### src/hdl/spim_pkg.sv
// shared address map, register layout and buffer types, imported by every spi master module
package spim_pkg;

	//////////////////////////////////////////////////
	// sizes
	//////////////////////////////////////////////////
	localparam int DATA_W    = 32;
	localparam int BUF_DEPTH = 64;                 // words per buffer
	localparam int BUF_AW    = $clog2(BUF_DEPTH);  // ram address bits
	localparam int BUF_LVL_W = BUF_AW + 1;         // level spans 0..BUF_DEPTH

	// buffer windows in the host and spi address space
	localparam logic [15:0] WBUF_BASE = 16'h0200;
	localparam logic [15:0] WBUF_LAST = 16'h09FF;
	localparam logic [15:0] RBUF_BASE = 16'h1000;
	localparam logic [15:0] RBUF_LAST = 16'h17FF;

	typedef enum logic [15:0] {
		CSR_CMD       = 16'h0000,
		CSR_STATUS    = 16'h0004,
		CSR_DIAG0     = 16'h0008,
		CSR_DIAG1     = 16'h000C,
		CSR_BUF_CTRL  = 16'h0010,
		CSR_BUF_LEVEL = 16'h0014
	} csr_addr_e;

	typedef enum logic [1:0] {
		ACC_NONE = 2'd0,  // hole in the map
		ACC_CSR  = 2'd1,  // anything below WBUF_BASE
		ACC_WBUF = 2'd2,
		ACC_RBUF = 2'd3
	} acc_kind_e;

	// command register, msb first
	typedef struct packed {
		logic [1:0]  sselect;  // slave select
		logic [13:0] rsvd;
		logic [13:0] brstlen;  // burst length in words
		logic        rdnwr;
		logic        transvld; // transaction valid, cleared by the spi side
	} spim_cmd_t;

	typedef struct packed {
		logic [BUF_LVL_W-1:0] level;
		logic                 full;
		logic                 empty;
		logic                 overflow;  // sticky
		logic                 underflow; // sticky
	} buf_stat_t;

	// status register bits
	localparam int ST_WBUF_OVF = 0;
	localparam int ST_WBUF_UDF = 1;
	localparam int ST_RBUF_OVF = 2;
	localparam int ST_RBUF_UDF = 3;

	// buffer control bits, write one to pulse
	localparam int CTRL_WBUF_SRST = 0;
	localparam int CTRL_RBUF_SRST = 1;

endpackage

### src/hdl/spim_csr.sv
// command, status, diagnostic and buffer registers of the spi master, with the register read mux
`timescale 1ns/10ps

module spim_csr
	import spim_pkg::*;
(
	input  logic              m_avmm_clk,
	input  logic              m_avmm_rst_n,
	input  logic              csr_wr,        // accepted host write
	input  logic              csr_rd,        // accepted host read
	input  csr_addr_e         addr,
	input  logic [DATA_W-1:0] wdata,
	input  logic              stransvld_up,  // spi side done with the command
	input  logic              ssn_off_pulse,
	input  logic [DATA_W-1:0] dbg_bus0,
	input  logic [DATA_W-1:0] dbg_bus1,
	input  buf_stat_t         wbuf_stat,
	input  buf_stat_t         rbuf_stat,
	output logic [DATA_W-1:0] rdata,
	output logic              wbuf_srst,
	output logic              rbuf_srst,
	output spim_cmd_t         spim_cmd
);

	spim_cmd_t         cmd_q;
	logic [DATA_W-1:0] diag0_q;
	logic [DATA_W-1:0] diag1_q;
	logic [DATA_W-1:0] status_w;
	logic [DATA_W-1:0] level_w;
	logic              cmd_wr;
	logic              ctrl_wr;

	assign cmd_wr  = csr_wr & (addr == CSR_CMD);
	assign ctrl_wr = csr_wr & (addr == CSR_BUF_CTRL);

	//////////////////////////////////////////////////
	// command register
	//////////////////////////////////////////////////
	always_ff @(posedge m_avmm_clk or negedge m_avmm_rst_n) begin
		if (!m_avmm_rst_n)
			cmd_q <= '0;
		else if (cmd_wr)
			cmd_q <= spim_cmd_t'(wdata);  // host write beats the clear
		else if (stransvld_up)
			cmd_q.transvld <= 1'b0;
	end

	assign spim_cmd = cmd_q;

	// diag0 snapshot at slave deselect, diag1 free running
	always_ff @(posedge m_avmm_clk or negedge m_avmm_rst_n) begin
		if (!m_avmm_rst_n) begin
			diag0_q <= '0;
			diag1_q <= '0;
		end else begin
			if (ssn_off_pulse & ~stransvld_up)
				diag0_q <= dbg_bus0;
			diag1_q <= dbg_bus1;
		end
	end

	// soft reset pulses reach the buffers in the write cycle
	assign wbuf_srst = ctrl_wr & wdata[CTRL_WBUF_SRST];
	assign rbuf_srst = ctrl_wr & wdata[CTRL_RBUF_SRST];

	//////////////////////////////////////////////////
	// read path
	//////////////////////////////////////////////////
	always_comb begin
		status_w              = '0;
		status_w[ST_WBUF_OVF] = wbuf_stat.overflow;
		status_w[ST_WBUF_UDF] = wbuf_stat.underflow;
		status_w[ST_RBUF_OVF] = rbuf_stat.overflow;
		status_w[ST_RBUF_UDF] = rbuf_stat.underflow;
	end

	always_comb begin
		level_w                        = '0;
		level_w[BUF_LVL_W-1:0]         = wbuf_stat.level;  // bits 6:0
		level_w[16 +: BUF_LVL_W]       = rbuf_stat.level;  // bits 22:16
	end

	always_comb begin
		rdata = '0;
		if (csr_rd) begin
			case (addr)
				CSR_CMD:       rdata = cmd_q;
				CSR_STATUS:    rdata = status_w;
				CSR_DIAG0:     rdata = diag0_q;
				CSR_DIAG1:     rdata = diag1_q;
				CSR_BUF_CTRL:  rdata = '0;  // pulse bits only
				CSR_BUF_LEVEL: rdata = level_w;
				default:       rdata = '0;
			endcase
		end
	end

	// a soft reset always empties the buffer it targets
	a_wbuf_srst_empties: assert property (@(posedge m_avmm_clk) disable iff (!m_avmm_rst_n)
		wbuf_srst |=> (wbuf_stat.level == '0) && !wbuf_stat.overflow);

endmodule

### config.mk
export PLATFORM = sky130hd
export DESIGN_NAME = spim_csr
export DESIGN_NICKNAME = d
export VERILOG_FILES = /design/src/hdl/spim_pkg.sv /design/src/hdl/spim_csr.sv
export SDC_FILE = /design/constraint.sdc
export NUM_CORES = 1
export LEC_CHECK = 0
export CAP_MARGIN = 30
export CORE_MARGIN = 3
export CORE_UTILIZATION = 45
export CTS_CLUSTER_DIAMETER = 150
export CTS_CLUSTER_SIZE = 30
export DETAILED_ROUTE_END_ITERATION = 12
export DONT_BUFFER_PORTS = 1
export GPL_ROUTABILITY_DRIVEN = 1
export GPL_TIMING_DRIVEN = 0
export HOLD_SLACK_MARGIN = 0.08
export PLACE_DENSITY = 0.64
export SETUP_SLACK_MARGIN = 0.15
export SYNTH_ARGS = -nofsm -noshare
export SYNTH_HDL_FRONTEND = slang
export SYNTH_SLANG_ARGS = --single-unit
### constraint.sdc
create_clock -name m_avmm_clk -period 3.1 [get_ports m_avmm_clk]
set_input_delay 0.155 -clock m_avmm_clk [delete_from_list [all_inputs] [get_ports m_avmm_clk]]
set_output_delay 0.155 -clock m_avmm_clk [all_outputs]
set_load 0.02 [all_outputs]
After elaboration in Yosys (flattened, before gate mapping)
Cells that the tools add are included.

Equality and inequality tests: 5. Muxes and demuxes: 4. Bitwise gates (word level): 6. Reductions and logical operators: 2.

Operators by type and width (number): $pmux W32 S5 (1); $eq A16 B4 Y1 const B (2); $eq A16 B5 Y1 const B (2); $mux W32 (1); $eq A16 B3 Y1 const B (1); $logic_not A16 Y1 (1); $and A1 B1 Y1 (5); $mux W1 (2); $reduce_bool A2 Y1 (1); $not A1 Y1 (1).

Register bits: 96. Input bits: 140. Output and inout bits: 66. Word-level logic and storage cells: 24.

Logic depth before layout (Yosys ltp)
Depth in word-level cells: 3. Gate-level depth with buffers: 7. Depth with buffers taken out: 4.

Worst setup path after synthesis
OpenSTA, ideal clock, no wires.

Path type: input to output. Start: in addr[9]. End: out rdata[14]. Arrival time: 1517 ps. Data required time: 2945 ps. Slack: 1428 ps. Stages on the path: 5. Buffers on the path: 1. Path through: nor4_2 > and4_1 > clkbuf_1 > nand4b_1 > a21oi_1.

Cells in the longest elaborated chain, start to end: 3. Elaborated cells on any way between the ends: 7. Those cells by class: eq/ne (4); mux (2); reduce/logical (1).

Ends and longest elaborated chain: from (decl) (line spim_csr.sv:11) `input csr_addr_e addr,`; $eq A16 B5 Y1 (tied with other cells) (line spim_csr.sv:86) `case (addr)`; $pmux W32 S5 * (line spim_csr.sv:86); $mux W32 * (line spim_csr.sv:85) `if (csr_rd) begin`; to (decl) (line spim_csr.sv:19) `output logic [DATA_W-1:0] rdata,`.

Mark *: on every way between the ends. The rest lies on a longest branch, timed or not.

Final worst setup path
Start: in addr[9]. End: out rdata[25].

Same word-level chain as after synthesis.

==> flow_metrics.py <==
metrics = {
    "layout": {
        "multi_input_area_mm2": 0.00187,
        "regArea_mm2": 0.00240,
        "n_fill_cell": 797,
        "final_cell_area_mm2": 0.00575,
        "nets": 598,
        "area.growth.synth_to_final_pct": 30.6,
        "drive_gt1_share_pct": 16.8,
    },
    "floorplan": {
        "row_count": 35,
        "die_y_um": 105,
        "fp.dieW_um": 105,
        "coreArea_mm2": 0.00937,
        "pin_count": 206,
        "initial_utilization_pct": 47.0,
        "die_area_mm2": 0.0110,
    },
    "grt": {
        "grt_pass1_vias": 3575,
        "grt_overflow": 0,
        "grt_usage_pct": 24.2,
        "grt_pass1_wl_um": 20500,
        "antenna_found_initial": 1,
        "grt_max_degree": 97,
    },
    "synthesis": {
        "synth_flop_cell": "dfrtp_1",
        "synthCells": 348,
        "syn_area_per_cell_um2": 12.7,
        "syn_nets": 488,
        "synth-seq-cells": 96,
        "synth_edf_count": 0,
        "synth_top_area_cell": "dfrtp_1",
        "async_flop_share_pct": 100,
        "synthesis.area_mm2": 0.00441,
        "yosysMostFrequentCell": "dfrtp_1",
        "ys_types": 29,
        "synth_common_cells": "dfrtp_1, mux2_2, mux2_1",
        "netlist.area_leader.share_pct": 54.5,
        "ys_seq_area_share_pct": 54.5,
        "ys_warn_count": 0,
        "yosys-top-cells-area": "dfrtp_1, mux2_2, mux2_1",
    },
    "cts": {
        "clkSinkCount": 96,
        "cts_made_buffers": 9,
        "insertion_delay_ps": 350,
        "path_clk_slew_ps": 90,
        "cts_root_buf": "clkbuf_8",
        "h-tree-depth": 3,
        "post_cts_resized": 0,
        "cts_buffer_depth": 2,
        "cts_tree": "built",
    },
    "pwr": {
        "powerDensity_mw_per_mm2": 423,
        "p_leak_nw": 2.36,
        "ir_drop_uv": 220,
    },
    "timing": {
        "fin_skew_ps": 0,
        "fin_crit_ps": 2160,
        "finalCritPeriodShare_pct": 69.8,
        "max_clock_freq_mhz": 462,
        "worst_slack_ps": 937,
        "fin_setup_tns_ps": 0,
        "rsz0062_at_grt": "no",
        "slew_headroom_pct": 43.4,
        "hold_viol_final": 0,
        "fin_hold_ws_ps": 253,
        "tightestPinTransition_ps": 849,
        "slew_viol_final": 0,
        "finalSetupViolations": 0,
    },
    "critical_path": {
        "arrival_ps": 2010,
        "regToRegSetupSlack_ps": 1500,
        "cp_slowest_cell": "clkbuf_1",
        "critPathLaunchType": "input pin",
        "reg2reg_depth": 3,
        "crit_path_max_incr_delay_ps": 470,
        "path_cells": "nor4_2 > and4_1 > clkbuf_1 > nand4b_1 > a21oi_1",
        "critPathMaxFanout": 10,
        "timing.rr.start": "spim_cmd[0]",
        "critical_path_class": "in2out",
        "r2r-end": "spim_cmd[0]",
        "endpoint_kind": "output port",
        "cp.required_ps": 2940,
    },
    "route": {
        "drt_iter0_markers": 193,
        "firstDrtPassIters": 4,
        "routed_via_density": 5.60,
        "totalWireLength_um": 13600,
        "antenna_left": 0,
        "avgRoutedWirePerCell_um": 23.0,
        "drc_errors": 0,
        "route.vias.total": 3319,
    },
    "hold_path": {
        "hold_depth": 3,
        "hold-path-endpoint": "diag0_q[0]",
        "hp-start": "stransvld_up",
        "hold_path_class": "in2reg",
    },
    "flow_run": {
        "drv_cap": 0,
    },
    "placed_design": {
        "port_buffers": 0,
        "dp_slack_ps": 949,
        "placed_area_mm2": 0.00457,
        "post-dp-hpwl_um": 9130,
        "gp_congestion": 0.778,
    },
    "status": {
        "status": "complete, no violations",
    },
}
[state kept, by name, indices dropped and copies added, names as in the netlist]
name and flops:
diag1_q 32, spim_cmd 32, diag0_q 32
[per-layer routing]
| metal | vias up | GRT usage (%) | share of wire [%] |
|---|---|---|---|
| met3 | 28 | 6.24 | 6.9 |
| met1 | 1654 | 29.8 | 41 |
| met4 | 0 | 7.59 | 1.9 |
| met5 | - | 0 | 0 |
| met2 | 159 | 41.5 | 51 |
| li1 | 1478 | - | - |
[critical path: cells and delay by family]
kind                   cells  cell delay, ps
and+or+nand+nor            3             950
buffers and inverters      1             470
AOI/OAI and AO/OA          1             440
[worst max path at each step]
stage,cells after the start,slack [ps],endpoint,from
4_1_cts,5,950,rdata[0],addr[9]
5_1_grt,5,770,rdata[25],addr[9]
3_5_place_dp,5,950,rdata[0],addr[9]
3_3_place_gp,5,950,rdata[12],addr[9]
6_report,5,940,rdata[25],addr[9]
2_1_floorplan,5,1430,rdata[14],addr[9]
[cells in the final DEF, fill, tap and decap left out, types with 3 or more instances in the layout]
cell type      synthesis  layout
nand4b_1              18      18
and4_1                 4       4
o22a_1                10      10
a21oi_1               21      21
mux2_1                34      34
nor2_1                13      13
buf_6                  3       3
clkinvlp_4             0       4
o21ai_0                4       4
clkbuf_1              17      19
buf_1                  3       3
clkbuf_8               0      10
mux2_2                51      51
dlygate4sd3_1          0      98
a22oi_1               10      10
or2_2                  3       3
mux2i_1               15      15
nand2_1               24      24
dfrtp_1               96      96
a21o_1                 3       3
[stage by stage]
step / utilization (%) / power [W] / instances
floorplan: - / 0.00154 / 348
global placement: 48.7 / 0.00157 / 477
detailed placement: 48.7 / 0.00158 / 477
CTS: 61.4 / 0.00246 / 592
global route: 61.4 / 0.00255 / 593
finish: 61.4 / 0.00244 / 593
[kinds of logic after synthesis]
kind of cell,Yosys count,synth area share (%)
mux,100,25.1
buf+inv,27,2.95
compound gates,48,7.04
simple gates,77,10.4
flops,96,54.5
[timing repair]
item,4_1_cts,5_1_grt
buffers inserted,0,0
hold buffers,99,0
hold endpoints to repair,192,0
[final cells by class]
| cell class | count | area share (%) |
|---|---|---|
| well taps | 129 | 2.80 |
| repair buffers | 99 | 17.5 |
| diodes | 1 | 0.0435 |
| plain buffers | 26 | 2.20 |
| flip-flops and latches | 96 | 41.7 |
| multi-input cells | 225 | 32.6 |
| clock inverters | 4 | 0.522 |
| inverters | 1 | 0.0652 |
| clock buffers | 12 | 2.52 |
[report_power, final]
| group | switching (W) | total [W] | internal, W |
|---|---|---|---|
| Sequential | 0.0000366 | 0.00137 | 0.00133 |
| Clock | 0.000438 | 0.000752 | 0.000315 |
| Combinational | 0.000122 | 0.000314 | 0.000192 |
| Total | 0.000596 | 0.00244 | 0.00184 |
Power figures use the tool's default switching activity.
