==> src/hdl/spim_pkg.sv <==
// shared address map, register layout and buffer types, imported by every spi master module
package spim_pkg;

	//////////////////////////////////////////////////
	// sizes
	//////////////////////////////////////////////////
	localparam int DATA_W    = 32;
	localparam int BUF_DEPTH = 64;                 // words per buffer
	localparam int BUF_AW    = $clog2(BUF_DEPTH);  // ram address bits
	localparam int BUF_LVL_W = BUF_AW + 1;         // level spans 0..BUF_DEPTH

	// buffer windows in the host and spi address space
	localparam logic [15:0] WBUF_BASE = 16'h0200;
	localparam logic [15:0] WBUF_LAST = 16'h09FF;
	localparam logic [15:0] RBUF_BASE = 16'h1000;
	localparam logic [15:0] RBUF_LAST = 16'h17FF;

	typedef enum logic [15:0] {
		CSR_CMD       = 16'h0000,
		CSR_STATUS    = 16'h0004,
		CSR_DIAG0     = 16'h0008,
		CSR_DIAG1     = 16'h000C,
		CSR_BUF_CTRL  = 16'h0010,
		CSR_BUF_LEVEL = 16'h0014
	} csr_addr_e;

	typedef enum logic [1:0] {
		ACC_NONE = 2'd0,  // hole in the map
		ACC_CSR  = 2'd1,  // anything below WBUF_BASE
		ACC_WBUF = 2'd2,
		ACC_RBUF = 2'd3
	} acc_kind_e;

	// command register, msb first
	typedef struct packed {
		logic [1:0]  sselect;  // slave select
		logic [13:0] rsvd;
		logic [13:0] brstlen;  // burst length in words
		logic        rdnwr;
		logic        transvld; // transaction valid, cleared by the spi side
	} spim_cmd_t;

	typedef struct packed {
		logic [BUF_LVL_W-1:0] level;
		logic                 full;
		logic                 empty;
		logic                 overflow;  // sticky
		logic                 underflow; // sticky
	} buf_stat_t;

	// status register bits
	localparam int ST_WBUF_OVF = 0;
	localparam int ST_WBUF_UDF = 1;
	localparam int ST_RBUF_OVF = 2;
	localparam int ST_RBUF_UDF = 3;

	// buffer control bits, write one to pulse
	localparam int CTRL_WBUF_SRST = 0;
	localparam int CTRL_RBUF_SRST = 1;

endpackage

==> src/hdl/spim_buf_fifo.sv <==
// single clock fwft word buffer with level and sticky error flags, used for both transfer directions
`timescale 1ns/10ps

module spim_buf_fifo
	import spim_pkg::*;
(
	input  logic              m_avmm_clk,
	input  logic              m_avmm_rst_n,
	input  logic              push,
	input  logic              pop,
	input  logic              srst,     // firmware soft reset, one cycle
	input  logic [DATA_W-1:0] wrdata,
	output logic [DATA_W-1:0] head,     // zero while empty
	output buf_stat_t         stat
);

	logic [DATA_W-1:0]    mem [BUF_DEPTH];
	logic [BUF_AW:0]      wr_ptr;       // extra msb tells full from empty
	logic [BUF_AW:0]      rd_ptr;
	logic [BUF_LVL_W-1:0] level;
	logic                 full;
	logic                 empty;
	logic                 do_push;
	logic                 do_pop;
	logic                 ovf_q;
	logic                 udf_q;

	assign level = wr_ptr - rd_ptr;
	assign full  = (level == BUF_LVL_W'(BUF_DEPTH));
	assign empty = (level == '0);

	assign do_push = push & ~full;  // a full push is dropped
	assign do_pop  = pop & ~empty;

	//////////////////////////////////////////////////
	// pointers and sticky flags
	//////////////////////////////////////////////////
	always_ff @(posedge m_avmm_clk or negedge m_avmm_rst_n) begin
		if (!m_avmm_rst_n) begin
			wr_ptr <= '0;
			rd_ptr <= '0;
			ovf_q  <= 1'b0;
			udf_q  <= 1'b0;
		end else if (srst) begin
			wr_ptr <= '0;
			rd_ptr <= '0;
			ovf_q  <= 1'b0;
			udf_q  <= 1'b0;
		end else begin
			if (do_push)
				wr_ptr <= wr_ptr + 1'b1;
			if (do_pop)
				rd_ptr <= rd_ptr + 1'b1;
			if (push & full)
				ovf_q <= 1'b1;
			if (pop & empty)
				udf_q <= 1'b1;
		end
	end

	// storage
	always_ff @(posedge m_avmm_clk) begin
		if (do_push)
			mem[wr_ptr[BUF_AW-1:0]] <= wrdata;
	end

	assign head = empty ? '0 : mem[rd_ptr[BUF_AW-1:0]];

	always_comb begin
		stat.level     = level;
		stat.full      = full;
		stat.empty     = empty;
		stat.overflow  = ovf_q;
		stat.underflow = udf_q;
	end

	// pointer distance must stay inside the ram
	a_level_bound: assert property (@(posedge m_avmm_clk) disable iff (!m_avmm_rst_n)
		level <= BUF_LVL_W'(BUF_DEPTH));

	// full means only the pointer msbs differ, empty means equal pointers
	a_full_empty: assert property (@(posedge m_avmm_clk) disable iff (!m_avmm_rst_n)
		(full == ((wr_ptr ^ rd_ptr) == {1'b1, {BUF_AW{1'b0}}})) &&
		(empty == (wr_ptr == rd_ptr)) && !(full && empty));

endmodule

==> config.mk <==
export PLATFORM = sky130hd
export DESIGN_NAME = spim_buf_fifo
export DESIGN_NICKNAME = d
export VERILOG_FILES = /design/src/hdl/spim_pkg.sv /design/src/hdl/spim_buf_fifo.sv
export SDC_FILE = /design/constraint.sdc
export NUM_CORES = 2
export LEC_CHECK = 0
export BUFFER_PORTS_ARGS = -buffer_cell sky130_fd_sc_hd__buf_2
export CAP_MARGIN = 20
export CORE_ASPECT_RATIO = 0.7
export CORE_UTILIZATION = 30
export CTS_BUF_LIST = sky130_fd_sc_hd__clkbuf_2
export DETAILED_ROUTE_END_ITERATION = 10
export HOLD_SLACK_MARGIN = 0.12
export SETUP_SLACK_MARGIN = 0.1
export SLEW_MARGIN = 25
export SYNTH_ARGS = -nofsm -noshare
export SYNTH_HDL_FRONTEND = slang
export SYNTH_SLANG_ARGS = --single-unit
==> constraint.sdc <==
create_clock -name m_avmm_clk -period 6.1 [get_ports m_avmm_clk]
set_input_delay 0 -clock m_avmm_clk [delete_from_list [all_inputs] [get_ports m_avmm_clk]]
set_output_delay 0 -clock m_avmm_clk [all_outputs]
set_load 0.1 [all_outputs]
== After elaboration in Yosys (flattened, before gate mapping) ==
Memories as Yosys holds them, arrays and structs flattened.
Cells that the tools add are included.

* Flip-flop bits (word level): 16
* Bits in writable memories: 2048
* Input bits: 37
* Output and inout port bits: 43
* Word-level logic and storage cells: 31
* Memories kept: 1

* Add/sub/neg operators: 3
* Equality and inequality tests: 1
* Muxes and demuxes: 11
* Bitwise logic cells: 6
* Reduce and logical (&&, ||, !) cells: 5

{| class="wikitable"
|+ Memories
! name !! words !! width !! read ports !! clocked after Yosys merged registers in !! wr ports !! line !! RTL
|-
| mem || 64 || 32 || 1 || 0 || 1 || spim_buf_fifo.sv:17 || <nowiki>logic [DATA_W-1:0] mem [BUF_DEPTH];</nowiki>
|}

{| class="wikitable"
|+ Operators by type and width
! cell !! number
|-
| 32-bit 2-to-1 mux || 1
|-
| 7-bit 2-to-1 mux || 4
|-
| 7-bit by 1-bit adder with 7-bit output (second input constant) || 2
|-
| 2-bit nonzero test || 4
|-
| 7-bit equality test (second input constant) || 1
|-
| 7-bit logical NOT || 1
|-
| 7-bit subtractor || 1
|-
| 1-bit 2-to-1 mux || 6
|-
| 1-bit AND || 4
|-
| 1-bit inverter || 2
|}

== Longest topological paths before layout ==
* Depth in word-level cells: 6
* Mapped depth: 15
* Mapped depth without buffers: 11

== Worst setup path after synthesis ==
Ideal clock, no wire load.

* Kind: reg2out
* Start point: register rd_ptr[1]
* End point: output port head[5]
* Data arrival time: 9.067 ns
* Data required time: 6.100 ns
* Path slack: -2.967 ns
* Cell stages (with the launch flop): 14
* Path buffers: 5
* Path through: dfrtp_1 -> clkbuf_2 -> buf_2 -> buf_2 -> buf_1 -> clkbuf_1 -> inv_1 -> fa_1 -> nand3_1 -> nand2_1 -> xnor2_1 -> or4_4 -> nor2_4 -> a2111oi_0

{| class="wikitable"
|+ RTL lines
! element !! line !! RTL
|-
| start: declaration || spim_buf_fifo.sv:19 || <nowiki>logic [BUF_AW:0] rd_ptr;</nowiki>
|-
| start signal: assignment || spim_buf_fifo.sv:53 || <nowiki>rd_ptr <= rd_ptr + 1'b1;</nowiki>
|-
| end: declaration || spim_buf_fifo.sv:13 || <nowiki>output logic [DATA_W-1:0] head,</nowiki>
|}

== Final worst setup path ==
* Start point: register rd_ptr[1]
* End point: output port head[31]

* Longest elaborated chain between the ends: 3

{| class="wikitable"
|+ Ends and longest elaborated chain
! element !! line !! RTL
|-
| 7-bit subtractor || spim_buf_fifo.sv:28 || <nowiki>assign level = wr_ptr - rd_ptr;</nowiki>
|-
| 7-bit logical NOT || spim_buf_fifo.sv:30 || <nowiki>assign empty = (level == '0);</nowiki>
|-
| 32-bit 2-to-1 mux (*) || spim_buf_fifo.sv:67 || <nowiki>assign head = empty ? '0 : mem[rd_ptr[BUF_AW-1:0]];</nowiki>
|}

Every way passes the cells marked *; elsewhere a longest branch is shown, timed or not.

==> results.yml <==
detailed_routing:
  wirelength_um: 213000
  dr_total_vias: 40533
  wl_met1_um: 93200
  routedWlPerCell_um: 26.8
  drc: 0
  routed_via_density: 5.11
  wl_met3_um: 22100
  first_pass_iters: 8
  first_iter_violations: 5149
  ant_nets: 0
  routed.top_layer: "met5"
  wl_met2_um: 92700
logic_synthesis:
  synth.area.mux_share: 0.153
  synth_compound_area_frac: 0.0319
  async_reset_ff_frac: 0.00775
  synth_warnings: 0
  netlist_instances: 3555
  synth_fa_ha_area_frac: 0.00151
  synth_xor_area_frac: 0.000441
  synth_top_family_by_area: "multiplexers"
  avgSynthCellArea_um2: 22.3
  syn_area_mm2: 0.0794
  synth-seq-cells: 2064
  ys.flop_type: "edfxtp_1"
  syn_nets: 3601
  synth_edf_count: 2048
  synthSimpleGateAreaFrac: 0.0181
  seq_area_frac_synth: 0.779
  synth.distinct_cells: 60
pwr:
  comb_power_share: 0.208
  pwr-share-clk: 0.272
  seq_power_share: 0.521
  leakagePower_nw: 27.9
  p_switching_w: 0.00942
  power_density_mw_per_mm2: 335
  swShare: 0.312
  internal_power_w: 0.0208
  ir_drop_uv: 356
status:
  status: "finished, final reports clean"
place:
  hpwlAfterDp_um: 119000
  gp_congestion: 0.860
  post-place-ws_ps: 1310
  port_buffers: 79
floorplanning:
  rows: 157
  initial_core_util: 0.303
  io_pins: 80
  core_mm2: 0.262
  die_y_um: 433
  die_w_um: 617
  dieArea_mm2: 0.267
sta:
  post-route-period-util: 0.959
  hold_violations: 0
  layout_setup_ws_ps: 251
  fmax_ghz: 0.171
  finalWorstPathRequiredPeriod_ps: 5850
  drv_slew: 0
  relSlewSlack: 0.298
  fin_setup_tns_ps: 0
  finalSetupViolCount: 0
  fin_worst_skew_ps: 145
  rsz0062_at_grt: "yes"
  worst-slew-pin-transition_ps: 1050
cts:
  clock-sinks: 2064
  cts_buffers: 438
  cts_root_buf: "clkbuf_2"
  path_clk_slew_ps: 130
  clk_latency_ps: 1550
  clock_path_buffers: 4
  tritoncts: "done"
  h-tree-depth: 5
critical_path:
  end_kind: "primary output"
  critical_path_class: "reg2out"
  path_cells: "buf_6 > buf_12 > mux4_2 > a22o_1 > a221oi_1 > o22ai_1 > a31oi_1 > nor2_1 > buf_2"
  cp_data_arrival_time_ps: 5850
  required_ps: 6100
  start_kind: "register"
  max_stage_delay_ps: 710
  cp_max_fo: 103
  crit_slowest_cell: "dfrtp_4"
layout:
  final_core_util: 0.343
  layout_commonest_cell: "edfxtp_1"
  drive_gt1_frac: 0.340
  layout_common_cells: "edfxtp_1, clkbuf_2, mux4_2, buf_4, mux2i_1"
  final_nets: 4168
  area_growth_pct: 13.5
global_route:
  grtUsageTotal: 0.156
  grt_pass1_wl_um: 300000
  antenna_found_initial: 13
  overflow: 0
  grt_pass1_vias: 40198
  grt_start_max_net_pins: 112
job:
  cap_violations: 0
worst_hold_path:
  hold_class: "in2reg"
final timing paths:
| check | slack (ps) | startpoint | end | cells past startpoint |
|---|---|---|---|---|
| setup / recovery | 250 | rd_ptr[1] | head[31] | 9 |
| hold / removal | 270 | wrdata[26] | mem[12][26] | 4 |
| setup reg to reg | 1170 | rd_ptr[2] | mem[1][17] | 10 |
| hold reg to reg | 690 | wr_ptr[6] | wr_ptr[6] | 2 |
| max in group asynchronous | 5010 | m_avmm_rst_n | rd_ptr[2] | 6 |
| min in group asynchronous | 670 | m_avmm_rst_n | rd_ptr[4] | 6 |
final cells by class:
cell class,count,area [µm²]
fillers,24824,172000
flip-flops and latches,2064,61900
multi-input cells,1263,17000
well taps,3498,4380
clock buffers,640,3200
repair buffers,339,3050
clock inverters,105,508
inverters,16,61.3
diodes,7,17.5
routing by layer:
layer	vias up	global-route usage
met2	2179	0.226
met3	299	0.0444
met4	6	0.0429
met5	-	0
li1	16569	-
met1	21480	0.229
kinds of logic (layout without fill, tap and decap cells):
family,after synthesis,in the layout
flip-flops,2064,2064
multiplexers,602,602
AO/OA/AOI/OAI,344,344
AND/OR/NAND/NOR,304,304
buffers and inverters,228,1100
adder cells (fa/ha/maj),9,9
XOR/XNOR,4,4
other,0,7
registers in the layout, summed over array words and instances (netlist names):
register,flops
ovf_q,1
rd_ptr,7
udf_q,1
mem,2048
wr_ptr,7
power by group through the flow:
stage / clock network, W / logic (W) / registers (W)
after floorplan: 0 / 0.00460 / 0.0160
after global placement: 0 / 0.00619 / 0.0161
after detailed placement: 0 / 0.00621 / 0.0161
after CTS: 0.00843 / 0.00636 / 0.0157
after global routing: 0.00906 / 0.00657 / 0.0157
final: 0.00820 / 0.00627 / 0.0157
synth_stat cells (28+ instances only):
library cell / number / area share
nor2_1: 99 / 0.0047
nor3_1: 65 / 0.0041
mux4_2: 488 / 0.14
a22o_1: 37 / 0.0041
a221oi_1: 55 / 0.0061
clkbuf_1: 80 / 0.0038
a22oi_1: 93 / 0.0088
buf_2: 52 / 0.0033
nand2_1: 55 / 0.0026
a21oi_1: 53 / 0.0033
edfxtp_1: 2048 / 0.77
mux2i_1: 98 / 0.012
o21ai_0: 28 / 0.0018
worst max-delay path: cells and delay by family, from the launching register on:
family | cells | cell delay, ps
and+or+nand+nor | 1 | 70
muxes | 1 | 420
buffers and inverters | 3 | 1330
AOI/OAI and AO/OA | 4 | 1550
DFF | 1 | 710
per-stage QoR:
step                      hold slack (ps)  instance area [µm²]  std cells  power [W]
final                                 274                90100       7932     0.0302
after global routing                  139                90100       7931     0.0314
after CTS                             121                90100       7923     0.0305
after detailed placement            -8.22                85000       7069     0.0223
after global placement              -15.8                85000       7068     0.0222
after floorplan                      -296                79600       3555     0.0206
what timing repair did:
action	in CTS	in global routing
pin swaps	0	0
endpoints found under the hold margin	3866	29
setup buffers	1	0
setup endpoints to repair	17	5
hold buffers	108	2
gates resized for setup	10	5
No activity file was read; power rests on OpenSTA's default activity.
