===== config.mk =====
export PLATFORM = sky130hd
export DESIGN_NAME = spim_access_decode
export DESIGN_NICKNAME = d
export VERILOG_FILES = /design/src/hdl/spim_pkg.sv /design/src/hdl/spim_access_decode.sv
export SDC_FILE = /design/constraint.sdc
export NUM_CORES = 1
export LEC_CHECK = 0
export BUFFER_PORTS_ARGS = -buffer_cell sky130_fd_sc_hd__clkbuf_2
export CORE_UTILIZATION = 37
export CTS_CLUSTER_SIZE = 10
export DETAILED_ROUTE_END_ITERATION = 16
export GPL_ROUTABILITY_DRIVEN = 0
export PLACE_DENSITY = 0.95
export SLEW_MARGIN = 20
export SYNTH_ARGS = -nofsm -noshare
export SYNTH_HDL_FRONTEND = slang
export SYNTH_SLANG_ARGS = --single-unit

===== constraint.sdc =====
create_clock -name m_avmm_clk -period 2.85 [get_ports m_avmm_clk]
set_input_delay 0.7125 -clock m_avmm_clk [delete_from_list [all_inputs] [get_ports m_avmm_clk]]
set_output_delay 0.7125 -clock m_avmm_clk [all_outputs]
set_load 0.03 [all_outputs]

===== src/hdl/spim_pkg.sv =====
// shared address map, register layout and buffer types, imported by every spi master module
package spim_pkg;

	//////////////////////////////////////////////////
	// sizes
	//////////////////////////////////////////////////
	localparam int DATA_W    = 32;
	localparam int BUF_DEPTH = 64;                 // words per buffer
	localparam int BUF_AW    = $clog2(BUF_DEPTH);  // ram address bits
	localparam int BUF_LVL_W = BUF_AW + 1;         // level spans 0..BUF_DEPTH

	// buffer windows in the host and spi address space
	localparam logic [15:0] WBUF_BASE = 16'h0200;
	localparam logic [15:0] WBUF_LAST = 16'h09FF;
	localparam logic [15:0] RBUF_BASE = 16'h1000;
	localparam logic [15:0] RBUF_LAST = 16'h17FF;

	typedef enum logic [15:0] {
		CSR_CMD       = 16'h0000,
		CSR_STATUS    = 16'h0004,
		CSR_DIAG0     = 16'h0008,
		CSR_DIAG1     = 16'h000C,
		CSR_BUF_CTRL  = 16'h0010,
		CSR_BUF_LEVEL = 16'h0014
	} csr_addr_e;

	typedef enum logic [1:0] {
		ACC_NONE = 2'd0,  // hole in the map
		ACC_CSR  = 2'd1,  // anything below WBUF_BASE
		ACC_WBUF = 2'd2,
		ACC_RBUF = 2'd3
	} acc_kind_e;

	// command register, msb first
	typedef struct packed {
		logic [1:0]  sselect;  // slave select
		logic [13:0] rsvd;
		logic [13:0] brstlen;  // burst length in words
		logic        rdnwr;
		logic        transvld; // transaction valid, cleared by the spi side
	} spim_cmd_t;

	typedef struct packed {
		logic [BUF_LVL_W-1:0] level;
		logic                 full;
		logic                 empty;
		logic                 overflow;  // sticky
		logic                 underflow; // sticky
	} buf_stat_t;

	// status register bits
	localparam int ST_WBUF_OVF = 0;
	localparam int ST_WBUF_UDF = 1;
	localparam int ST_RBUF_OVF = 2;
	localparam int ST_RBUF_UDF = 3;

	// buffer control bits, write one to pulse
	localparam int CTRL_WBUF_SRST = 0;
	localparam int CTRL_RBUF_SRST = 1;

endpackage


===== src/hdl/spim_access_decode.sv =====
// routes host and spi strobes to the buffers or registers and returns registered host read data
`timescale 1ns/10ps

module spim_access_decode
	import spim_pkg::*;
(
	input  logic              m_avmm_clk,
	input  logic              m_avmm_rst_n,
	input  logic              avbreg_read,
	input  logic              avbreg_write,
	input  logic [15:0]       avbreg_addr,
	input  logic              spi_read,
	input  logic              spi_write,
	input  logic [15:0]       spi_rd_addr,
	input  logic [15:0]       spi_wr_addr,
	input  logic [DATA_W-1:0] rbuf_head,
	input  logic [DATA_W-1:0] csr_rdata,
	output logic              wbuf_push,
	output logic              wbuf_pop,
	output logic              rbuf_push,
	output logic              rbuf_pop,
	output logic              csr_wr,
	output logic              csr_rd,
	output logic              avbreg_waitreq,
	output logic [DATA_W-1:0] avbreg_rdata,
	output logic              avbreg_rdatavld
);

	function automatic acc_kind_e classify(input logic [15:0] a);
		acc_kind_e k;
		if (a < WBUF_BASE)
			k = ACC_CSR;
		else if (a <= WBUF_LAST)
			k = ACC_WBUF;
		else if ((a >= RBUF_BASE) && (a <= RBUF_LAST))
			k = ACC_RBUF;
		else
			k = ACC_NONE;
		return k;
	endfunction

	acc_kind_e host_kind;
	logic      rd_acc;
	logic      wr_acc;

	assign host_kind = classify(avbreg_addr);

	// registers are locked out while the spi side is moving data
	assign avbreg_waitreq = (avbreg_read | avbreg_write) & (host_kind == ACC_CSR) &
	                        (spi_read | spi_write);

	assign rd_acc = avbreg_read & ~avbreg_waitreq;
	assign wr_acc = avbreg_write & ~avbreg_waitreq;

	assign wbuf_push = wr_acc & (host_kind == ACC_WBUF);
	assign rbuf_pop  = rd_acc & (host_kind == ACC_RBUF);
	assign csr_wr    = wr_acc & (host_kind == ACC_CSR);
	assign csr_rd    = rd_acc & (host_kind == ACC_CSR);
	assign wbuf_pop  = spi_read & (classify(spi_rd_addr) == ACC_WBUF);  // every cycle high
	assign rbuf_push = spi_write & (classify(spi_wr_addr) == ACC_RBUF);

	//////////////////////////////////////////////////
	// read return, one cycle after accept
	//////////////////////////////////////////////////
	always_ff @(posedge m_avmm_clk or negedge m_avmm_rst_n) begin
		if (!m_avmm_rst_n)
			avbreg_rdatavld <= 1'b0;
		else
			avbreg_rdatavld <= rd_acc;
	end

	always_ff @(posedge m_avmm_clk) begin
		if (rd_acc)
			avbreg_rdata <= (host_kind == ACC_RBUF) ? rbuf_head :
			                (host_kind == ACC_CSR)  ? csr_rdata : '0;
	end

	a_rdatavld_cause: assert property (@(posedge m_avmm_clk) disable iff (!m_avmm_rst_n)
		$rose(avbreg_rdatavld) |-> $past(rd_acc));

endmodule


# --- Word-level counts from Yosys, hierarchy flattened ---
# Cells that the tools add are included.
totals:
  ff_bits: 33
  in_bits: 118
  out_inout_bits: 40
  elab_cells: 46
classes:
  magnitude_cmp: 12
  n_eq_ne: 5
  mux: 11
  n_bitwise: 13
  n_reduce_logical: 3
op_table:
  columns: ["operator", "count"]
  rows:
  - ["two-way mux 32 bit", 2]
  - ["greater-or-equal comparator 16 x 13 -> 1 bit (second input constant)", 3]
  - ["<= comparator 16 x 12 -> 1 bit (second input constant)", 3]
  - ["<= comparator 16 x 13 -> 1 bit (second input constant)", 3]
  - ["less-than comparator 16 x 10 -> 1 bit (second input constant)", 3]
  - ["two-way mux 2 bit", 9]
  - ["bitwise AND 1 bit", 10]
  - ["== test 2 bit (second input constant)", 4]
  - ["logical AND 1 bit", 3]
  - ["== test 2 x 1 -> 1 bit (second input constant)", 1]
  - ["bitwise OR 1 bit", 2]
  - ["inverter 1 bit", 1]

# --- Logic depth before layout (Yosys ltp) ---
# Gate-level depths: netlist (run 1).
logic_depth:
  depth_word: 11
  depth_mapped: 5

# --- Worst setup path before layout (run 1) ---
# No wires, ideal clock.
synth_path:
  path_type: "input -> output"
  startpoint: "in spi_wr_addr[15]"
  endpoint: "out rbuf_push"
  arrival_ns: 2.119
  required_time_ns: 2.138
  setup_slack_ns: 0.018
  cell_stages: 2
  n_path_buf: 0
  path_cell_list: "or4b_2 > nor3b_1"
synth_between:
  elab_chain_len: 7
  elab_cells_between_ends: 10
synth_lines:
  columns: ["item", "line", "text"]
  rows:
  - ["start, declared", "spim_access_decode.sv:15", "input logic [15:0] spi_wr_addr,"]
  - ["greater-or-equal comparator 16 x 13 -> 1 bit or <= comparator 16 x 13 -> 1 bit (tied branches)", "spim_access_decode.sv:35", "else if ((a >= RBUF_BASE) && (a <= RBUF_LAST))"]
  - ["logical AND 1 bit", "spim_access_decode.sv:35", null]
  - ["two-way mux 2 bit", "spim_access_decode.sv:35", null]
  - ["two-way mux 2 bit", "spim_access_decode.sv:33", "else if (a <= WBUF_LAST)"]
  - ["two-way mux 2 bit (*)", "spim_access_decode.sv:31", "if (a < WBUF_BASE)"]
  - ["== test 2 bit (*)", "spim_access_decode.sv:60", "assign rbuf_push = spi_write & (classify(spi_wr_addr) == ACC_RBUF);"]
  - ["bitwise AND 1 bit (*)", "spim_access_decode.sv:60", null]
  - ["end, declared", "spim_access_decode.sv:20", "output logic rbuf_push,"]
# Mark *: on every way between the ends. The rest lies on a longest branch, timed or not.

# --- Final worst setup path (run 1) ---
# Same ends and word-level chain as after synthesis.

==> out/summary.txt, run 1 <==
status = complete, no violations
vias per cell = 4.87
part of the Yosys area used for sequential elements = 66.8%
worst path required time = 2.14 ns
total grt overflow = 0
area delta synth->final = 53.4%
Core ar. = 3740 µm²
CP arrival = 1.91 ns
Post-Syn Area = 1480 µm²
post-CTS setup buffer count = 0
fin util = 60.5%
Gate Count Post-Synth = 93
Clock Tree Root = clkbuf_8
WL final = 3580 µm
total track usage = 16.9%
clock buffer count from CTS = 5
Yosys warning count = 0
# diodes = 0
Unique masters post-synth = 21
final hold violation count = 0
vias in the first global route = 1281
Chip Width = 65.2 µm
Vias = 1334
synthesis-stage register bit count = 33
worst ir drop on vdd = 335 µV
Rows = 22
Crit. End Element = output pin
Worst-Margin Slew = 0.404 ns
Worst Hold Class = primary input to async pin
Worst setup SP type = primary input
antenna violations before repair = 0
mean cell area of the mapped netlist = 15.9 µm²
Slew Limit Fails = 0
Die ar. = 4250 µm²
antenna viol nets, final = 0
H-tree levels = 2
CTS-repair resized insts = 0
HPWL Detailed = 2920 µm
CTS tree = built
LEAKAGE = 1.09 nW
Residual DRC = 0
crit-path max FO = 1
violation count after the first detailed-route iteration = 47
CTS Hold Buffers Added = 0
first-pass GRT wire length = 5300 µm
Die Y = 65.2 µm
Port Buffers = 128
Fmax = 0.381 GHz
layout cells sized above 1 = 62.8%
Max-Slew Margin vs Limit = 73.1%
RSZ-0062 raised after global routing = no
# clock sinks = 33
Ports = 158
initial core utilization = 39.4%
PwrDens = 521 nW/µm²
DR WL/cell = 13.1 µm
Max clock buf depth = 2
Fill cells = 299
WS Path Type = primary input to output pin
largest net degree at the start of global routing = 34
Tcrit/Tclk final = 92.1%
clock-pin slew on the worst setup and hold paths = 0.06 ns
Final setup viols = 0
setup tns final = 0 ns
fin nets = 343
Final min period = 2.63 ns
TritonRoute pass-1 iters = 4
max_cap viols = 0
syn nets = 211
[flip-flops by register name, summed over array words and instances (netlist names)]
register and cells:
avbreg_rdata 32, avbreg_rdatavld 1
[synthesized netlist by cell type]
library cell,n,share of area [%]
nor4_2,1,0.85
nor4_4,1,1.4
dfrtp_1,1,1.7
nand2b_1,1,0.42
and2_1,2,0.85
buf_6,4,3.1
nor4_1,1,0.42
a22o_1,32,19
clkbuf_1,1,0.25
edfxtp_1,32,65
xnor2_1,1,0.59
or4b_2,1,0.68
nor3_1,2,0.68
nor3b_1,1,0.51
and3_1,3,1.3
o21ai_0,1,0.34
o21a_1,1,0.51
buf_2,2,0.68
nand2_1,1,0.25
and4b_1,1,0.68
nor2_1,3,0.76
[cell usage in the layout (no fill, tap or decap)]
master	instances
and4b_1	1
clkbuf_8	6
or4b_2	1
dfrtp_1	1
clkbuf_2	128
and2_1	2
bufinv_16	1
nor4_1	1
xnor2_1	1
clkbuf_1	1
nand2b_1	1
a22o_1	32
nor4_2	1
nor2_1	3
nor4_4	1
nor3_1	2
nor3b_1	1
nand2_1	1
buf_4	4
edfxtp_1	32
o21ai_0	1
o21a_1	1
and3_1	3
[path summary, 6_finish.rpt]
| kind | slack (ns) | cells after the start | endpoint | from |
|---|---|---|---|---|
| setup / recovery | 0.22 | 4 | rbuf_push | spi_wr_addr[15] |
| max in group asynchronous | 2.56 | 1 | avbreg_rdatavld | m_avmm_rst_n |
| hold / removal | 0.21 | 1 | avbreg_rdatavld | m_avmm_rst_n |
| min in group m_avmm_clk | 0.73 | 2 | avbreg_rdata[18] | rbuf_head[18] |
[report_power, final]
group	internal [W]	leakage (nW)	switching, W
clock network	0.000285	0.0585	0.000149
registers	0.000561	0.315	0.00000721
logic	0.0000711	0.714	0.000107
total	0.000916	1.09	0.000264
[per-layer routing]
metal / routed length (µm) / GRT usage [%]
met1: 1320 / 17.5
met2: 1900 / 30.4
met3: 320 / 5.90
met5: 0 / 0
met4: 34 / 7.61
[kinds of logic (layout without fill, tap and decap cells)]
kind of cell | after synthesis | count (layout) | synth area share (%)
AO/OA/AOI/OAI | 34 | 34 | 19.8
flip-flops | 33 | 33 | 66.8
AND/OR/NAND/NOR | 18 | 18 | 8.81
buffers and inverters | 7 | 140 | 3.98
XOR/XNOR | 1 | 1 | 0.593
[per-stage QoR]
| stage | cell area [µm²] | total power, W | setup slack [ns] | hold WS, ns | instances |
|---|---|---|---|---|---|
| after floorplan | 1480 | 0.000664 | 0.0185 | 0.417 | 93 |
| after global placement | 2150 | 0.000755 | 0.260 | 0.488 | 266 |
| after detailed placement | 2150 | 0.000759 | 0.209 | 0.489 | 266 |
| after CTS | 2260 | 0.00120 | 0.209 | 0.194 | 274 |
| after global routing | 2260 | 0.00123 | 0.194 | 0.187 | 274 |
| final | 2260 | 0.00118 | 0.224 | 0.205 | 274 |
[critical path: stages]
cell      delay, ns
clkbuf_2       0.07
or4b_2         0.67
nor3b_1        0.22
clkbuf_2       0.24
[area by class of cell]
cell class              instances  area, µm²  share of cell area, %
repair buffers                132        671                   29.6
multi-input cells              53        432                   19.1
flip-flops and latches         33        986                   43.5
well taps                      48       60.1                   2.65
clock buffers                   7       86.3                   3.81
clock inverters                 1       30.0                   1.33
Power figures use the tool's default switching activity.
==> run 2: changes to the inputs <==
Settings changed: CORE_UTILIZATION 37 to 34, PLACE_DENSITY 0.95 to 0.89.
Clock period 2.85 ns to 2.69 ns, I/O delays scaled along.
==> run 2 against run 1 <==
Worst hold slack lost 0.048 ns. Final cell count grew 0.36%. Final area shrank 1.3%. Via count grew 1.9%. Sequential share of layout area grew 0.59 points. Die area grew 8.5%. Global-route usage grew 0.29 points. Critical path type unchanged. Largest power group unchanged.
==> out/summary.txt, run 2 (synthesized netlist as in run 1, its figures left out) <==
status = complete, no violations
Port Buffers = 128 (unchanged)
Top delay family on crit path = simple AND/OR/NAND/NOR gates
setup tns final = 0 ns (unchanged)
Chip Width = 67.9 µm (+4.2%)
TritonRoute pass-1 iters = 4 (unchanged)
Core ar. = 4090 µm² (+9.2%)
RSZ-0062 raised after global routing = no
PwrDens = 515 nW/µm² (-1.2%)
Place WS = 0.206 ns (-0.00259 ns)
layout cells sized above 1 = 63.6% (+0.72 points)
Top Usage Layer GRT = met2
area delta synth->final = 51.4%
Crit path largest cell delay = 0.67 ns (about the same)
Worst-Margin Slew = 0.405 ns (+0.000919 ns)
CTS-repair resized insts = 0 (unchanged)
commonest non-fill, non-tap cell in the layout = clkbuf_2
Fmax = 0.404 GHz
final hold violation count = 0 (unchanged)
worst setup path start = spi_wr_addr[15]
Ports = 158 (unchanged)
CTS Hold Buffers Added = 0 (unchanged)
initial core utilization = 36.1% (-3.3 points)
antenna violations before repair = 0 (unchanged)
vias in the first global route = 1219 (-4.8%)
max_cap viols = 0 (unchanged)
# clock sinks = 33 (unchanged)
Worst Hold Class = primary input to async pin
Fill cells = 344 (+15%)
biggest regs = avbreg_rdata (32), avbreg_rdatavld (1)
WS Path Type = primary input to output pin
Final min period = 2.48 ns
Clock Tree Root = clkbuf_8
antenna viol nets, final = 0 (unchanged)
Residual DRC = 0 (unchanged)
Die ar. = 4610 µm² (+8.5%)
total grt overflow = 0 (unchanged)
largest net degree at the start of global routing = 34 (unchanged)
WL final = 3840 µm (+7.2%)
fin nets = 342 (-0.29%)
most frequent cells in the layout = clkbuf_2, a22o_1, edfxtp_1
violation count after the first detailed-route iteration = 90 (+91%)
CTS tree = built
crit-path max FO = 1 (unchanged)
Vias = 1360 (+1.9%)
Slew Limit Fails = 0 (unchanged)
Tcrit/Tclk final = 92.1%
Max-Slew Margin vs Limit = 73.0% (about the same)
Reg area = 986 µm² (unchanged)
Buf/Inv on CP = 2 (unchanged)
post-CTS setup buffer count = 0 (unchanged)
Largest register FFs = 32 (unchanged)
total track usage = 17.2% (+0.29 points)
HPWL Detailed = 3010 µm (+3.0%)
first-pass GRT wire length = 5660 µm (+6.9%)
Rows = 23 (+4.5%)
cell chain of the critical path = clkbuf_2 > or4b_2 > nor3b_2 > clkbuf_2
area of the multi-input gates = 437 µm² (+1.2%)
H-tree levels = 2 (unchanged)
worst ir drop on vdd = 354 µV (+5.8%)
Final setup viols = 0 (unchanged)
final worst slack = 0.213 ns (-0.0118 ns)
Biggest register = avbreg_rdata
Crit-path slowest cell = or4b_2
clock-pin slew on the worst setup and hold paths = 0.07 ns (about the same)
vias per cell = 4.95 (+1.6%)
Worst setup SP type = primary input
met1 usage = 19.7% (+2.1 points)
most used cell, CP = clkbuf_2
DR WL/cell = 14.0 µm (+6.8%)
Crit. End Element = output pin
Die Y = 67.9 µm (+4.2%)
CP arrival = 1.80 ns (-0.11 ns)
met2 Resource Use GR = 29.0% (-1.5 points)
# diodes = 0 (unchanged)
worst path required time = 2.02 ns (-0.12 ns)
clock buffer count from CTS = 5 (unchanged)
met3 usage = 6.00% (+0.097 points)
Max clock buf depth = 2 (unchanged)
LEAKAGE = 1.07 nW (-1.7%)
-- run 2: cell count changes in the layout (fill, tap and decap cells not counted) --
cell / delta
clkbuf_8: -1
buf_4: -1
clkinvlp_4: +1
bufinv_16: -1
clkinv_2: +2
clkbuf_1: -1
nor3b_1: -1
nor3b_2: +1
-- run 2: per-layer routing --
metal	routed length (µm)	vias up
met5	0	-
met1	1440	612
met4	62	0
li1	-	651
met2	1970	88
met3	367	9
-- run 2: power by group --
group	total, W	switching [W]	internal [W]	leakage [nW]
clock	0.000357	0.000179	0.000178	0.0439
combinational	0.000191	0.000116	0.0000754	0.710
sequential	0.000601	0.00000766	0.000594	0.315
total	0.00115	0.000303	0.000847	1.07
-- run 2: path summary, 6_finish.rpt --
| kind | end | depth (start not counted) |
|---|---|---|
| min in group m_avmm_clk | avbreg_rdata[17] | 2 |
| setup / recovery | rbuf_push | 4 |
| max in group asynchronous | avbreg_rdatavld | 1 |
| hold / removal | avbreg_rdatavld | 1 |
-- run 2: stage by stage --
step | utilization (%) | area, µm² | instances | power, W | hold slack [ns]
final | 54.7 | 2230 | 275 | 0.00115 | 0.157
after global routing | 54.7 | 2230 | 275 | 0.00120 | 0.141
after CTS | 54.7 | 2230 | 275 | 0.00116 | 0.149
after detailed placement | 52.6 | 2150 | 267 | 0.000806 | 0.452
after global placement | 52.6 | 2150 | 267 | 0.000801 | 0.448
after floorplan | - | 1480 | 93 | 0.000703 | 0.377
-- run 2: layout make-up --
cell class | count | share of cell area (%)
Tap cell | 50 | 2.80
Timing Repair Buffer | 131 | 29.7
Multi-Input combinational cell | 53 | 19.5
Clock buffer | 5 | 3.08
Sequential cell | 33 | 44.1
Clock inverter | 3 | 0.784
==> run 3: changes to the inputs <==
Settings changed: CORE_ASPECT_RATIO set to 1.1.
==> run 3 against run 2 <==
First-iteration DRC count fell by 40%. Die area hardly changed. Non-clock buffer count up 1. Sequential cell count unchanged. Core utilization up 1.2 points. Critical path depth unchanged. Fmax barely moved. Total power rose by 6.7%. Critical endpoint unchanged. Largest cell class unchanged. Largest power group unchanged.
==> out/summary.txt, run 3 (synthesized netlist as in run 1, its figures left out) <==
biggest regs = avbreg_rdata (32), avbreg_rdatavld (1)
largest net degree at the start of global routing = 34 (unchanged)
Clock Tree Root = clkbuf_8
Chip Width = 64.8 µm (-4.5%)
post-route cell area = 2260 µm² (+1.3%)
antenna viol nets, final = 0 (unchanged)
HPWL Detailed = 2920 µm (-3.0%)
# clock sinks = 33 (unchanged)
Crit-path slowest cell = or4b_2
final hold violation count = 0 (unchanged)
DP Area = 2160 µm² (+0.47%)
worst ir drop on vdd = 242 µV (-32%)
Residual DRC = 0 (unchanged)
H-tree levels = 2 (unchanged)
Final min period = 2.48 ns (-0.000373 ns)
commonest non-fill, non-tap cell in the layout = clkbuf_2
CTS-repair resized insts = 0 (unchanged)
vias in the first global route = 1328 (+8.9%)
Vias = 1329 (-2.3%)
fin nets = 343 (+0.29%)
Rows = 24 (+4.3%)
Tcrit/Tclk final = 92.1% (about the same)
CTS Hold Buffers Added = 0 (unchanged)
Die Y = 71.1 µm (+4.7%)
Fmax = 0.404 GHz (about the same)
Port Buffers = 128 (unchanged)
Ports = 158 (unchanged)
initial core utilization = 36.4% (+0.29 points)
CP arrival = 1.80 ns (about the same)
clock-pin slew on the worst setup and hold paths = 0.06 ns (about the same)
Worst Hold Class = primary input to async pin
Final setup viols = 0 (unchanged)
CTS tree = built
Worst-Margin Slew = 0.397 ns (-0.00781 ns)
worst path required time = 2.02 ns (about the same)
Crit. End Element = output pin
fin util = 55.9% (+1.2 points)
Worst setup SP type = primary input
layout cells sized above 1 = 62.8% (-0.72 points)
antenna violations before repair = 0 (unchanged)
Max clock buf depth = 2 (unchanged)
max_cap viols = 0 (unchanged)
first-pass GRT wire length = 5720 µm (+0.99%)
area delta synth->final = 53.4%
crit-path max FO = 1 (unchanged)
Slew Limit Fails = 0 (unchanged)
Place WS = 0.210 ns (+0.00390 ns)
status = complete, no violations
vias per cell = 4.78 (-3.3%)
LEAKAGE = 1.08 nW (+1.3%)
most used cell, CP = clkbuf_2
total track usage = 16.7% (-0.48 points)
Largest register FFs = 32 (unchanged)
post-CTS setup buffer count = 0 (unchanged)
Die ar. = 4610 µm² (about the same)
Core ar. = 4050 µm² (-0.80%)
PwrDens = 542 nW/µm² (+5.3%)
DR WL/cell = 13.2 µm (-5.6%)
cell chain of the critical path = clkbuf_2 > or4b_2 > nor3b_2 > clkbuf_2
Fill cells = 346 (+0.58%)
TritonRoute pass-1 iters = 4 (unchanged)
Design Power = 0.00123 W (+6.7%)
Max-Slew Margin vs Limit = 73.5% (+0.52 points)
# diodes = 0 (unchanged)
Biggest register = avbreg_rdata
RSZ-0062 raised after global routing = no
total grt overflow = 0 (unchanged)
clock buffer count from CTS = 5 (unchanged)
setup tns final = 0 ns (unchanged)
WS Path Type = primary input to output pin
most frequent cells in the layout = clkbuf_2, a22o_1, edfxtp_1
Crit path largest cell delay = 0.67 ns (about the same)
WL final = 3660 µm (-4.6%)
final worst slack = 0.213 ns (+0.000373 ns)
violation count after the first detailed-route iteration = 54 (-40%)
-- run 3: cell types whose count changed in the layout (fill, tap and decap cells not counted), sizes merged --
cell and change:
clkinv -1, clkinvlp -1, bufinv +1, buf +1, clkbuf +1
-- run 3: area by class of cell --
cell class,instances,area (µm²),area share (%)
tap,52,65.1,2.87
timing repair buffer,132,671,29.6
clock buffer,6,72.6,3.20
multi-input combinational,53,437,19.3
sequential,33,986,43.5
clock inverter,2,33.8,1.49
-- run 3: final timing paths --
| check | end | depth (start not counted) | from |
|---|---|---|---|
| max in group asynchronous | avbreg_rdatavld | 1 | m_avmm_rst_n |
| max | rbuf_push | 4 | spi_wr_addr[15] |
| min in group m_avmm_clk | avbreg_rdata[19] | 2 | rbuf_head[19] |
| min | avbreg_rdatavld | 1 | m_avmm_rst_n |
-- run 3: worst max-delay path, delay by kind of cell --
family,cells,cell delay [ns]
buffers and inverters,2,0.29
AND/OR/NAND/NOR,2,0.83
-- run 3: power breakdown --
part,total (W),switching [W],internal [W]
Combinational,0.000190,0.000115,0.0000754
Clock,0.000436,0.000162,0.000273
Sequential,0.000602,0.00000763,0.000594
-- run 3: per-stage QoR --
| step | instances | hold WS, ns |
|---|---|---|
| 5_1_grt | 278 | 0.146 |
| 2_1_floorplan | 93 | 0.377 |
| 4_1_cts | 278 | 0.149 |
| 6_report | 278 | 0.161 |
| 3_3_place_gp | 270 | 0.448 |
| 3_5_place_dp | 270 | 0.450 |
-- run 3: per-layer routing --
| metal | up-vias | wire [µm] | global-route usage, % |
|---|---|---|---|
| met1 | 600 | 1390 | 18.1 |
| met5 | - | 0 | 0 |
| met4 | 0 | 43 | 6.67 |
| li1 | 651 | - | - |
| met3 | 4 | 354 | 6.94 |
| met2 | 74 | 1880 | 28.7 |
